`config.mk`:
```
export PLATFORM = sky130hd
export DESIGN_NAME = aluTop
export DESIGN_NICKNAME = d
export VERILOG_FILES = /design/src/aluPkg.sv /design/src/aluTop.sv /design/src/resultStage.sv /design/src/carryLookahead.sv /design/src/aluSlice.sv /design/src/opQueue.sv
export SDC_FILE = /design/constraint.sdc
export NUM_CORES = 1
export LEC_CHECK = 0
export BUFFER_PORTS_ARGS = -buffer_cell sky130_fd_sc_hd__buf_4
export CAP_MARGIN = 20
export CORE_ASPECT_RATIO = 1.25
export CORE_MARGIN = 3
export CORE_UTILIZATION = 40
export CTS_BUF_LIST = sky130_fd_sc_hd__clkbuf_4
export DETAILED_ROUTE_END_ITERATION = 8
export PLACE_DENSITY = 0.59
export SLEW_MARGIN = 30
export SYNTH_ARGS = -nofsm -noshare
export SYNTH_HDL_FRONTEND = slang
export SYNTH_SLANG_ARGS = --single-unit
```
`constraint.sdc`:
```
create_clock -name clk -period 5.7 [get_ports clk]
set_input_delay 0.57 -clock clk [delete_from_list [all_inputs] [get_ports clk]]
set_output_delay 0.57 -clock clk [all_outputs]
set_load 0.02 [all_outputs]
```
`src/aluPkg.sv`:
```
// shared sizing constants and vector types for the 16-bit 74181/74182 ALU
package aluPkg;

	// datapath sizing
	localparam int dataWidth = 16; // operand and result width
	localparam int sliceWidth = 4; // one 74181 slice handles a nibble
	localparam int numSlices = dataWidth / sliceWidth; // four slices under one 74182

	// input FIFO sizing, the producer also starts with this many credits
	localparam int queueDepth = 4;
	localparam int queuePtrWidth = $clog2(queueDepth); // read and write pointer width
	localparam int queueCntWidth = $clog2(queueDepth + 1); // occupancy has to reach queueDepth

	// output side credit accounting
	localparam int outCreditMax = 4; // most grants the consumer may have outstanding
	localparam int creditCntWidth = $clog2(outCreditMax + 1);

	// full operand or result word
	typedef logic [dataWidth-1:0] wordT;

	// slice operands and function output
	typedef logic [sliceWidth-1:0] nibbleT;

	// 74181 function select S3..S0
	typedef logic [3:0] selT;

	// the select only makes sense as four bits, so the slice width is tied to it
	// and a change of sliceWidth here breaks the slice equations on purpose

	// note that numSlices is derived so the lookahead ports stay consistent
	// with the word width, one 74182 serves at most four slices

	// credit and occupancy counters share a width rule, enough bits for the
	// full count including the top value itself

	// mode encoding follows the 74181 pin M
	// low selects arithmetic with carries, high selects the bitwise functions

	// carry conventions follow the chip with active-high data
	// carry-in and carry-out are active low, X and Y are active-low P and G

endpackage
```
`src/aluTop.sv`:
```
// top level of the 16-bit registered ALU, four 74181 slices linked by a 74182 lookahead
`timescale 1ns/100ps

module aluTop (
	input  logic         clk,
	input  logic         rstN,
	input  logic         inValid,
	input  aluPkg::wordT opA,
	input  aluPkg::wordT opB,
	input  aluPkg::selT  sel,
	input  logic         mode,
	input  logic         carryInN,
	output logic         inCredit,
	input  logic         outCredit,
	output logic         outValid,
	output aluPkg::wordT result,
	output logic         carryOutN,
	output logic         aEqB,
	output logic         groupP,
	output logic         groupG
);
	import aluPkg::*;

	logic issueValid;
	wordT issueA;
	wordT issueB;
	selT  issueSel;
	logic issueMode;
	logic issueCarryInN;
	logic drainReady;

	wordT sliceF; // nibbles from all slices side by side
	logic [numSlices-1:0] sliceEq;
	logic [numSlices-1:0] sliceXN;
	logic [numSlices-1:0] sliceYN;
	logic [numSlices-1:0] sliceCarryInN;
	logic laCarryOutN; // lookahead outputs before the result register
	logic laGroupP;
	logic laGroupG;

	opQueue queue0 (
		.clk, .rstN, .inValid, .opA, .opB, .sel, .mode, .carryInN, .drainReady,
		.inCredit, .issueValid, .issueA, .issueB, .issueSel, .issueMode, .issueCarryInN
	);

	// slice i works on bits 4i+3..4i, the carry comes back from the lookahead
	for (genvar i = 0; i < numSlices; i++) begin : gSlice
		aluSlice slice (
			.a(issueA[i*sliceWidth +: sliceWidth]),
			.b(issueB[i*sliceWidth +: sliceWidth]),
			.sel(issueSel),
			.mode(issueMode),
			.carryInN(sliceCarryInN[i]),
			.f(sliceF[i*sliceWidth +: sliceWidth]),
			.aEqB(sliceEq[i]),
			.xN(sliceXN[i]),
			.yN(sliceYN[i])
		);
	end

	carryLookahead lookahead0 (
		.carryInN(issueCarryInN), .xN(sliceXN), .yN(sliceYN),
		.sliceCarryInN, .carryOutN(laCarryOutN), .groupP(laGroupP), .groupG(laGroupG)
	);

	resultStage result0 (
		.clk, .rstN, .outCredit, .issueValid, .sliceF, .sliceEq,
		.carryOutN(laCarryOutN), .groupP(laGroupP), .groupG(laGroupG),
		.drainReady, .outValid, .result, .resultCarryOutN(carryOutN), .aEqB,
		.resultP(groupP), .resultG(groupG)
	);

endmodule

```
`src/resultStage.sv`:
```
// output register with the consumer credit counter, assembles the 16-bit ALU result
`timescale 1ns/100ps

module resultStage (
	input  logic                         clk,
	input  logic                         rstN,
	input  logic                         outCredit, // one grant per pulse
	input  logic                         issueValid, // slices hold a live operation
	input  aluPkg::wordT                 sliceF,
	input  logic [aluPkg::numSlices-1:0] sliceEq,
	input  logic                         carryOutN,
	input  logic                         groupP,
	input  logic                         groupG,
	output logic                         drainReady,
	output logic                         outValid,
	output aluPkg::wordT                 result,
	output logic                         resultCarryOutN,
	output logic                         aEqB,
	output logic                         resultP,
	output logic                         resultG
);
	import aluPkg::*;

	logic [creditCntWidth-1:0] creditCnt; // grants not yet spent on a result
	logic [creditCntWidth-1:0] committed; // grant already claimed by the issue in flight

	// an issue in the slices has taken its credit but the counter only drops at its edge
	assign committed = creditCntWidth'(issueValid);
	assign drainReady = creditCnt > committed;

	always_ff @(posedge clk) begin
		if (!rstN) begin
			creditCnt <= '0;
		end else begin
			case ({outCredit, issueValid})
				2'b10: creditCnt <= creditCnt + 1'b1; // fresh grant
				2'b01: creditCnt <= creditCnt - 1'b1; // result spends one
				default: creditCnt <= creditCnt; // both or neither, count holds
			endcase
		end
	end

	// result fields are captured at the edge that ends the issue cycle
	always_ff @(posedge clk) begin
		if (issueValid) begin
			result <= sliceF;
			resultCarryOutN <= carryOutN;
			aEqB <= &sliceEq; // the chips wire-AND their A=B outputs
			resultP <= groupP;
			resultG <= groupG;
		end
	end

	always_ff @(posedge clk) begin
		if (!rstN)
			outValid <= 1'b0;
		else
			outValid <= issueValid; // one pulse per result
	end

	// the consumer never has more grants outstanding than it is allowed
	assert property (@(posedge clk) disable iff (!rstN)
		creditCnt <= creditCntWidth'(outCreditMax))
		else $error("resultStage: credit count above outCreditMax");

	// the queue only pops against a credit, so an issue always finds one
	assert property (@(posedge clk) disable iff (!rstN)
		issueValid |-> creditCnt != '0)
		else $error("resultStage: issue without an output credit");

endmodule

```
`src/carryLookahead.sv`:
```
// 74182-style lookahead that forms slice carry-ins and the group carry, propagate and generate
`timescale 1ns/100ps

module carryLookahead (
	input  logic                         carryInN, // external carry, active low
	input  logic [aluPkg::numSlices-1:0] xN, // slice propagate, active low
	input  logic [aluPkg::numSlices-1:0] yN, // slice generate, active low
	output logic [aluPkg::numSlices-1:0] sliceCarryInN,
	output logic                         carryOutN,
	output logic                         groupP, // active low
	output logic                         groupG // active low
);
	import aluPkg::*;

	logic [numSlices-1:0] p; // active-high slice propagate
	logic [numSlices-1:0] g; // active-high slice generate
	logic c0;
	logic c1;
	logic c2;
	logic c3;
	logic genP;
	logic genG;

	assign p = ~xN;
	assign g = ~yN;
	assign c0 = ~carryInN;

	// Cn+x, Cn+y and Cn+z of the 74182, all from terms below the slice
	assign c1 = g[0] | (p[0] & c0);
	assign c2 = g[1] | (p[1] & g[0]) | (p[1] & p[0] & c0);
	assign c3 = g[2]
		| (p[2] & g[1])
		| (p[2] & p[1] & g[0])
		| (p[2] & p[1] & p[0] & c0);

	// group terms let a further 74182 level cascade, even though none exists here
	assign genP = &p;
	assign genG = g[3]
		| (p[3] & g[2])
		| (p[3] & p[2] & g[1])
		| (p[3] & p[2] & p[1] & g[0]);

	// slice 0 takes the external carry unchanged
	assign sliceCarryInN = {~c3, ~c2, ~c1, carryInN};

	assign carryOutN = ~(genG | (genP & c0)); // carry out of the whole word
	assign groupP = ~genP;
	assign groupG = ~genG;

endmodule

```
`src/aluSlice.sv`:
```
// one 4-bit 74181-style slice with function output, A=B term and active-low P/G
`timescale 1ns/100ps

module aluSlice (
	input  aluPkg::nibbleT a,
	input  aluPkg::nibbleT b,
	input  aluPkg::selT    sel,
	input  logic           mode, // high selects logic functions
	input  logic           carryInN, // active low, from the lookahead unit
	output aluPkg::nibbleT f,
	output logic           aEqB,
	output logic           xN, // active-low group propagate
	output logic           yN // active-low group generate
);
	import aluPkg::*;

	nibbleT e; // per-bit not-generate term, S3 and S2 pick the A and B mix
	nibbleT d; // per-bit not-propagate term, S1 and S0 pick the B mix
	nibbleT c; // active-high carry into each bit
	nibbleT cMasked;

	// the first level of the 74181, two NOR gates per bit
	assign e = ~((a & b & {sliceWidth{sel[3]}}) | (a & ~b & {sliceWidth{sel[2]}}));
	assign d = ~((~b & {sliceWidth{sel[1]}}) | (b & {sliceWidth{sel[0]}}) | a);

	// ripple inside the nibble, d high always implies e high so g implies p
	always_comb begin
		c[0] = ~carryInN;
		for (int i = 1; i < sliceWidth; i++) begin
			c[i] = ~e[i-1] | (~d[i-1] & c[i-1]); // g | p & c
		end
	end

	// mode high blocks the carries, each bit then becomes a pure function of a and b
	assign cMasked = c | {sliceWidth{mode}};

	// e ^ d is a ^ b in add mode, so this is the usual sum bit
	assign f = (e ^ d) ^ cMasked;

	// open-collector A=B on the chip, only meaningful in subtract mode
	assign aEqB = &f;

	// propagate over the whole nibble, independent of the carry-in
	assign xN = |d;

	// generate chain from the top bit down, also independent of the carry-in
	assign yN = d[3]
		| (e[3] & d[2])
		| (e[3] & e[2] & d[1])
		| (e[3] & e[2] & e[1] & e[0]);

endmodule

```
`src/opQueue.sv`:
```
// credit-controlled input FIFO that holds pending ALU operations and issues the head entry
`timescale 1ns/100ps

module opQueue (
	input  logic         clk,
	input  logic         rstN,
	input  logic         inValid, // one beat per producer credit
	input  aluPkg::wordT opA,
	input  aluPkg::wordT opB,
	input  aluPkg::selT  sel,
	input  logic         mode,
	input  logic         carryInN,
	input  logic         drainReady, // result stage has a free credit
	output logic         inCredit, // one pulse per entry that leaves
	output logic         issueValid,
	output aluPkg::wordT issueA,
	output aluPkg::wordT issueB,
	output aluPkg::selT  issueSel,
	output logic         issueMode,
	output logic         issueCarryInN
);
	import aluPkg::*;

	// entry storage, one array per field
	wordT memA [0:queueDepth-1];
	wordT memB [0:queueDepth-1];
	selT  memSel [0:queueDepth-1];
	logic [queueDepth-1:0] memMode;
	logic [queueDepth-1:0] memCarryInN;

	logic [queuePtrWidth-1:0] wrPtr; // next slot to fill
	logic [queuePtrWidth-1:0] rdPtr; // head entry
	logic [queueCntWidth-1:0] count; // number of held entries

	logic pop; // head leaves at this edge
	logic popQ; // registered pop, marks the issue cycle

	// an entry written at one edge can leave at the next one at the earliest
	assign pop = (count != '0) && drainReady;

	always_ff @(posedge clk) begin
		if (inValid) begin // producer credits keep this from hitting a full queue
			memA[wrPtr] <= opA;
			memB[wrPtr] <= opB;
			memSel[wrPtr] <= sel;
			memMode[wrPtr] <= mode;
			memCarryInN[wrPtr] <= carryInN;
		end
	end

	// pointers and occupancy
	always_ff @(posedge clk) begin
		if (!rstN) begin
			wrPtr <= '0;
			rdPtr <= '0;
			count <= '0;
		end else begin
			if (inValid)
				wrPtr <= wrPtr + 1'b1; // depth is a power of two so the pointer just wraps
			if (pop)
				rdPtr <= rdPtr + 1'b1;
			if (inValid && !pop)
				count <= count + 1'b1;
			else if (!inValid && pop)
				count <= count - 1'b1;
		end
	end

	// issue register feeds the slices for exactly one cycle per pop
	always_ff @(posedge clk) begin
		if (pop) begin
			issueA <= memA[rdPtr];
			issueB <= memB[rdPtr];
			issueSel <= memSel[rdPtr];
			issueMode <= memMode[rdPtr];
			issueCarryInN <= memCarryInN[rdPtr];
		end
	end

	always_ff @(posedge clk) begin
		if (!rstN)
			popQ <= 1'b0;
		else
			popQ <= pop;
	end

	assign issueValid = popQ;
	assign inCredit = popQ; // the freed slot goes back to the producer as a credit

	// a write into a full queue means the producer spent a credit it did not have
	assert property (@(posedge clk) disable iff (!rstN)
		inValid |-> (count != queueCntWidth'(queueDepth) || pop))
		else $error("opQueue: write while full, producer credit violation");

	// occupancy never leaves its range across any sequence of writes and pops
	assert property (@(posedge clk) disable iff (!rstN)
		count <= queueCntWidth'(queueDepth))
		else $error("opQueue: occupancy above queueDepth");

endmodule

```
# Word level (Yosys, flattened, before mapping)
# Memory sizes are Yosys's and may differ from the RTL's. A register that Yosys moved wholly into a read port is not among the register bits.
# Index checks and enable logic that the tools add are counted.
[classes]
add_sub_neg = 6
order_cmp = 4
eq_ne = 2
n_mux = 13
bitwise = 171
reduce_logical = 15
[op_table]
columns = ["op", "n"]
rows = [
  ["$and A4 B4 Y4", 24],
  ["$or A4 B4 Y4", 16],
  ["$not A4 Y4", 14],
  ["$and A1 B1 Y1", 47],
  ["$or A1 B1 Y1", 34],
  ["$xor A4 B4 Y4", 8],
  ["$not A1 Y1", 28],
  ["$reduce_and A16 Y1", 1],
  ["$reduce_or A4 Y1", 4],
  ["$bwmux W4", 2],
  ["$add A3 B1 Y3 const B", 2],
  ["$lt A2 B3 Y1 const B", 2],
  ["$mux W3", 2],
  ["$pmux W3 S2", 1],
  ["$sub A3 B1 Y3 const B", 2],
  ["$mux W1", 5],
  ["$add A2 B1 Y2 const B", 2],
  ["$bmux W1 S2", 2],
  ["$logic_and A1 B1 Y1", 4],
  ["$reduce_and A4 Y1", 1],
  ["$reduce_bool A2 Y1", 2],
  ["$gt A3 B1 Y1", 1],
  ["$reduce_bool A3 Y1", 1],
  ["$demux W1 S2", 1],
  ["4 further kinds", 5],
]
[word_totals]
register_bits = 42
ramBits = 144
inputBits = 42
out_inout_bits = 22
elab_cells = 229
mem_count = 3
[memory_table]
columns = ["memory", "words", "word_bits", "rd", "rd_clocked_by_memory_dff", "write_ports", "line", "source"]
rows = [
  ["queue0.memA", 4, 16, 1, 1, 1, "opQueue.sv:25", "wordT memA [0:queueDepth-1];"],
  ["queue0.memB", 4, 16, 1, 1, 1, "opQueue.sv:26", "wordT memB [0:queueDepth-1];"],
  ["queue0.memSel", 4, 4, 1, 1, 1, "opQueue.sv:27", "selT memSel [0:queueDepth-1];"],
]

# Depth between registers and ports, before layout
[depth]
ltp_word = 23
ltp_mapped = 12
mapped_depth_nobuf = 12

# By module
# A second synthesis with hierarchy kept.
[hier_totals]
cells_unflattened = 554
area_unflattened_um2 = 9725.6
[by_module_without_submodules]
columns = ["module", "instances", "cells_each", "area_each_um2", "seq_area_each_um2"]
rows = [
  ["opQueue", 1, 279, 7125.6, 5865.6],
  ["aluSlice", 4, 55, 427.9, 0.0],
  ["resultStage", 1, 44, 822.0, 680.7],
  ["carryLookahead", 1, 11, 66.3, 0.0],
]

# Worst setup path after synthesis
# No wires, ideal clock.
[synth_timing]
kind = "register to register"
from = "register queue0.popQ (netlist: queue0.inCredit)"
to = "register queue0.count[2]"
setup_time_ps = 76
arrival_time_ps = 4251
required_time_ps = 5624
slack_ps = 1373
stages_incl_launch_ff = 12
n_path_buf = 0
period_less_slack_ps = 4327
cell_sequence = "dfxtp_1 ha_1 nor2_1 nor3_1 nor2_1 inv_1 ha_1 inv_1 fa_1 xor2_1 or3_1 a21boi_0"
[synth_between]
elab_chain_len = 5
word_cells_on_any_way = 7
cone_classes = "order compare: 1; mux: 1; reduce/logical: 5"
[synth_lines]
columns = ["item", "line", "source"]
rows = [
  ["start, declared", "opQueue.sv:36", "logic popQ;"],
  ["start signal, assigned", "opQueue.sv:84", "popQ <= pop;"],
  ["$gt A3 B1 Y1 *", "resultStage.sv:29", "assign drainReady = creditCnt > committed;"],
  ["$logic_and A1 B1 Y1 *", "opQueue.sv:39", "assign pop = (count != '0) && drainReady;"],
  ["via queue0.pop", "opQueue.sv:35", "logic pop;"],
  ["$logic_not A1 Y1", "opQueue.sv:62", "if (inValid && !pop)"],
  ["$logic_and A1 B1 Y1", "opQueue.sv:62", ""],
  ["$mux W3 or $reduce_bool A2 Y1 (tied branches)", "-", ""],
  ["end signal, assigned", "opQueue.sv:63", "count <= count + 1'b1;"],
  ["end signal, assigned", "opQueue.sv:65", "count <= count - 1'b1;"],
  ["end, declared", "opQueue.sv:33", "logic [queueCntWidth-1:0] count;"],
]
# Mark *: on every way through the listed nets, which the timed path passes. The rest lies on a longest branch.
# A chain may end at the register's enable or synchronous reset.

# Final worst setup path
[layout_timing]
from = "register queue0.issueSel[0] (read register of queue0.memSel)"
to = "register result0.aEqB (data pin)"
[layout_between]
elab_chain_len = 22
word_cells_on_any_way = 100
cone_classes = "bitwise: 96; reduce/logical: 4"
[layout_lines]
columns = ["item", "line", "source"]
rows = [
  ["start, declared", "opQueue.sv:18", "output aluPkg::selT issueSel,"],
  ["$and A4 B4 Y4", "aluSlice.sv:24", "assign d = ~((~b & {sliceWidth{sel[1]}}) | (b & {sliceWidth{sel[0]}}) | a);"],
  ["$or A4 B4 Y4 (2 in a row)", "aluSlice.sv:24", ""],
  ["$not A4 Y4", "aluSlice.sv:24", ""],
  ["$and A1 B1 Y1", "aluSlice.sv:48", "| (e[3] & d[2])"],
  ["$or A1 B1 Y1", "aluSlice.sv:48", ""],
  ["$or A1 B1 Y1", "aluSlice.sv:49", "| (e[3] & e[2] & d[1])"],
  ["$or A1 B1 Y1", "aluSlice.sv:50", "| (e[3] & e[2] & e[1] & e[0]);"],
  ["$not A4 Y4", "carryLookahead.sv:25", "assign g = ~yN;"],
  ["[5 not listed]", "-", ""],
  ["$or A1 B1 Y1", "aluSlice.sv:30", "c[i] = ~e[i-1] | (~d[i-1] & c[i-1]);"],
  ["$and A1 B1 Y1", "aluSlice.sv:30", ""],
  ["$or A1 B1 Y1", "aluSlice.sv:30", ""],
  ["$and A1 B1 Y1", "aluSlice.sv:30", ""],
  ["$or A1 B1 Y1", "aluSlice.sv:30", ""],
  ["$or A4 B4 Y4", "aluSlice.sv:35", "assign cMasked = c | {sliceWidth{mode}};"],
  ["$xor A4 B4 Y4", "aluSlice.sv:38", "assign f = (e ^ d) ^ cMasked;"],
  ["$reduce_and A16 Y1 *", "resultStage.sv:48", "aEqB <= &sliceEq;"],
  ["end signal, assigned", "resultStage.sv:48", ""],
  ["end, declared", "resultStage.sv:18", "output logic aEqB,"],
]
# Mark *: on every way between the ends. The rest lies on a longest branch, timed or not.

==> metrics.md <==
| Metric | Value |
|---|---|
| Peak Freq | 307.1 MHz |
| Mean Syn Cell Area | 17.31 sq um |
| Routed wire length | 16430 um |
| DRC errors left | 0 |
| CP max stage cell | edfxtp_1 |
| Post-CTS Resized | 0 |
| CP Cell Sequence | mux2i_2 > a21oi_2 > or3_4 > a221oi_4 > o22ai_2 > a2111oi_0 > o2bb2ai_1 > nand4b_1 > nor4b_2 |
| Setup Buffers After CTS | 0 |
| WS Path Type | reg2reg |
| Crit-path leading delay family | compound AO/OA/AOI/OAI gates |
| Period utilisation layout | 57.13% |
| LEAKAGE | 3.699 nW |
| Critical path buffers and inverters | 0 |
| PwrDens | 538.0 nW/um^2 |
| Setup TNS | 0 ns |
| Final Hold Fails | 0 |
| Reg2reg end | result0.aEqB |
| Post-synth EDFFs | 210 |
| Rows | 61 |
| Hpwl dp | 10530 um |
| RSZ-0062 raised after global routing | false |
| Max_slew headroom | 40.04% |
| Largest area contributor in the netlist | edfxtp_1 |
| Count of hold-fix buffers inserted at cts | 0 |
| Worst hold stages | 1 |
| Hold Crit Endpoint | queue0.memB[2][8] |
| Dominant cells by area after synthesis | edfxtp_1, mux4_2, dfxtp_1 |
| Outcome | completed |
| Maxcap violations | 0 |
| Drt via density | 5.152 |
| CP Capture Type | flop |
| All-Layer GR Usage | 13.31% |
| Setup crit start kind | flop |
| Yosys warns | 0 |
| Crit Path Max Fanout | 17 |
| Synth Register Bits | 222 |
| CP peak stage delay | 0.65 ns |
| Vias in the first global route | 5070 |
| GRT overflow | 0 |
| Ports | 64 |
| Worst path depth | 9 |
| Port buffer count | 63 |
| Worst Skew | 0.03253 ns |
| Tot Pwr | 0.005774 W |
| Post-Syn Nets | 585 |
| Pre-Repair DR Iteration Count | 5 |
| Asr flop ratio synth | 0% |
| Share of layout cells above drive strength 1 | 31.18% |
| Final GP Congestion | 0.8857 |
| Vias after detailed routing | 4967 |
| Clock sinks | 222 |
| Worst-Margin Slew | 0.8982 ns |
| TritonCTS Buffers | 52 |
| CTS H-tree lvls | 2 |
| Ys flop type | edfxtp_1 |
| Final antenna-violating net count | 0 |
| Commonest cells post-synth | edfxtp_1, mux4_2, nor2_1, nand2_1, inv_1 |
| Top cell type's share of synthesized area | 68.22% |
| Reg clk slew, reported paths | 0.07 ns |
| Initial antenna violation count | 1 |
| Final net count | 689 |
| Clk_lat worst skew | 0.64 ns |
| Seq/Total Area, Yosys | 70.82% |
| Slew Viols, Final | 0 |
| Synthesized instance count | 534 |
| Root Buffer | clkbuf_4 |
| Post-synthesis cell type count | 56 |
| Area delta synth->final | 16.11% |
| Area of the core | 22520 sq um |
| Post-route minimum period | 3.256 ns |
| Hold crit path type | in2reg |
| Hold Crit Start | opB[8] |
| Flop-to-flop setup slack | 2.44 ns |
| Chip height | 176.0 um |
| Initial core utilization | 41.06% |
| First-pass GRT wire length | 26450 um |
| 1st-iter DRT viols | 369 |
| Reg2reg path depth | 9 |
| Maximum vdd drop | 189.0 uV |
| CTS tree | yes |
| Wire per inst | 17.04 um |
| CTS Buffer Depth | 3 |
| Largest net degree at the start of global routing | 43 |
| Mapped Area | 9244 sq um |
| Worst endpoint data arrival time | 3.70 ns |
| Die X | 142.0 um |
| Critical path required time | 6.14 ns |
| Die area | 24980 sq um |
| Final Setup Violations | 0 |
| Most common cell in the synthesized netlist | edfxtp_1 |
| Worst r2r src | queue0.issueSel[0] |
## per-stage QoR
stage | hold slack [ns] | worst slack [ns] | instances | area [sq um] | util, %
after global placement | 0.4716 | 2.486 | 867 | 10040 | 44.60
final | 0.1307 | 2.444 | 964 | 10730 | 47.67
after detailed placement | 0.4986 | 2.377 | 867 | 10040 | 44.60
after floorplan | 0.4642 | 1.373 | 534 | 9244 | -
after global routing | 0.06351 | 2.070 | 964 | 10730 | 47.67
after CTS | 0.05791 | 2.371 | 963 | 10730 | 47.66
## cells by family after synthesis
family / share of synthesized area, %
flip-flops: 70.82
AND/OR/NAND/NOR: 5.915
adder cells (fa/ha/maj): 1.381
XOR/XNOR: 2.084
multiplexers: 11.83
buffers and inverters: 1.841
AO/OA/AOI/OAI: 6.132
## metal layers
layer	vias up	track usage (%)	routed length, um
met3	28	3.034	855
met4	0	5.720	394
met2	156	22.07	8392
met5	-	0	0
met1	2443	16.83	6787
li1	2340	-	-
## worst max path at each step
stage                       start  slack, ns              end
5_1_grt           queue0.inCredit       2.07  queue0.count[2]
3_3_place_gp      queue0.inCredit       2.49  queue0.count[2]
2_1_floorplan     queue0.inCredit       1.37  queue0.count[2]
6_report       queue0.issueSel[0]       2.44     result0.aEqB
4_1_cts           queue0.inCredit       2.37  queue0.count[2]
3_5_place_dp      queue0.inCredit       2.38  queue0.count[2]
## sequential cells by signal, indices dropped and copies added (netlist names), 16 cells and up
signal and count:
queue0.issueA 16, queue0.issueB 16, queue0.memA 64, queue0.memSel 16
queue0.memB 64, result0.result 16
## final cells by class
class | instances | area [sq um]
antenna | 1 | 2.502
clock buffer | 76 | 570.5
clock inverter | 20 | 118.9
fill | 1903 | 11780
inverter | 21 | 78.83
multi-input combinational | 271 | 2535
sequential | 222 | 6548
tap | 283 | 354.1
timing repair buffer | 70 | 525.5
## placed cells by master, fill, tap and decap left out, drive strengths merged, types with 11 or more instances in the layout
cell	instances
and2	14
clkbuf	76
buf	70
mux4	41
a21oi	17
o21ai	16
inv	21
nor2	27
xnor2	12
edfxtp	210
nor2b	14
clkinv	18
nand2	24
dfxtp	12
mux2i	11
## report_power, final
part           internal [W]  total, W  leakage (nW)  switching, W
Clock              0.000666   0.00126         0.411      0.000589
Sequential          0.00224   0.00253          2.03      0.000290
Combinational      0.000867   0.00199          1.26       0.00112
No activity file was read; power rests on OpenSTA's default activity.
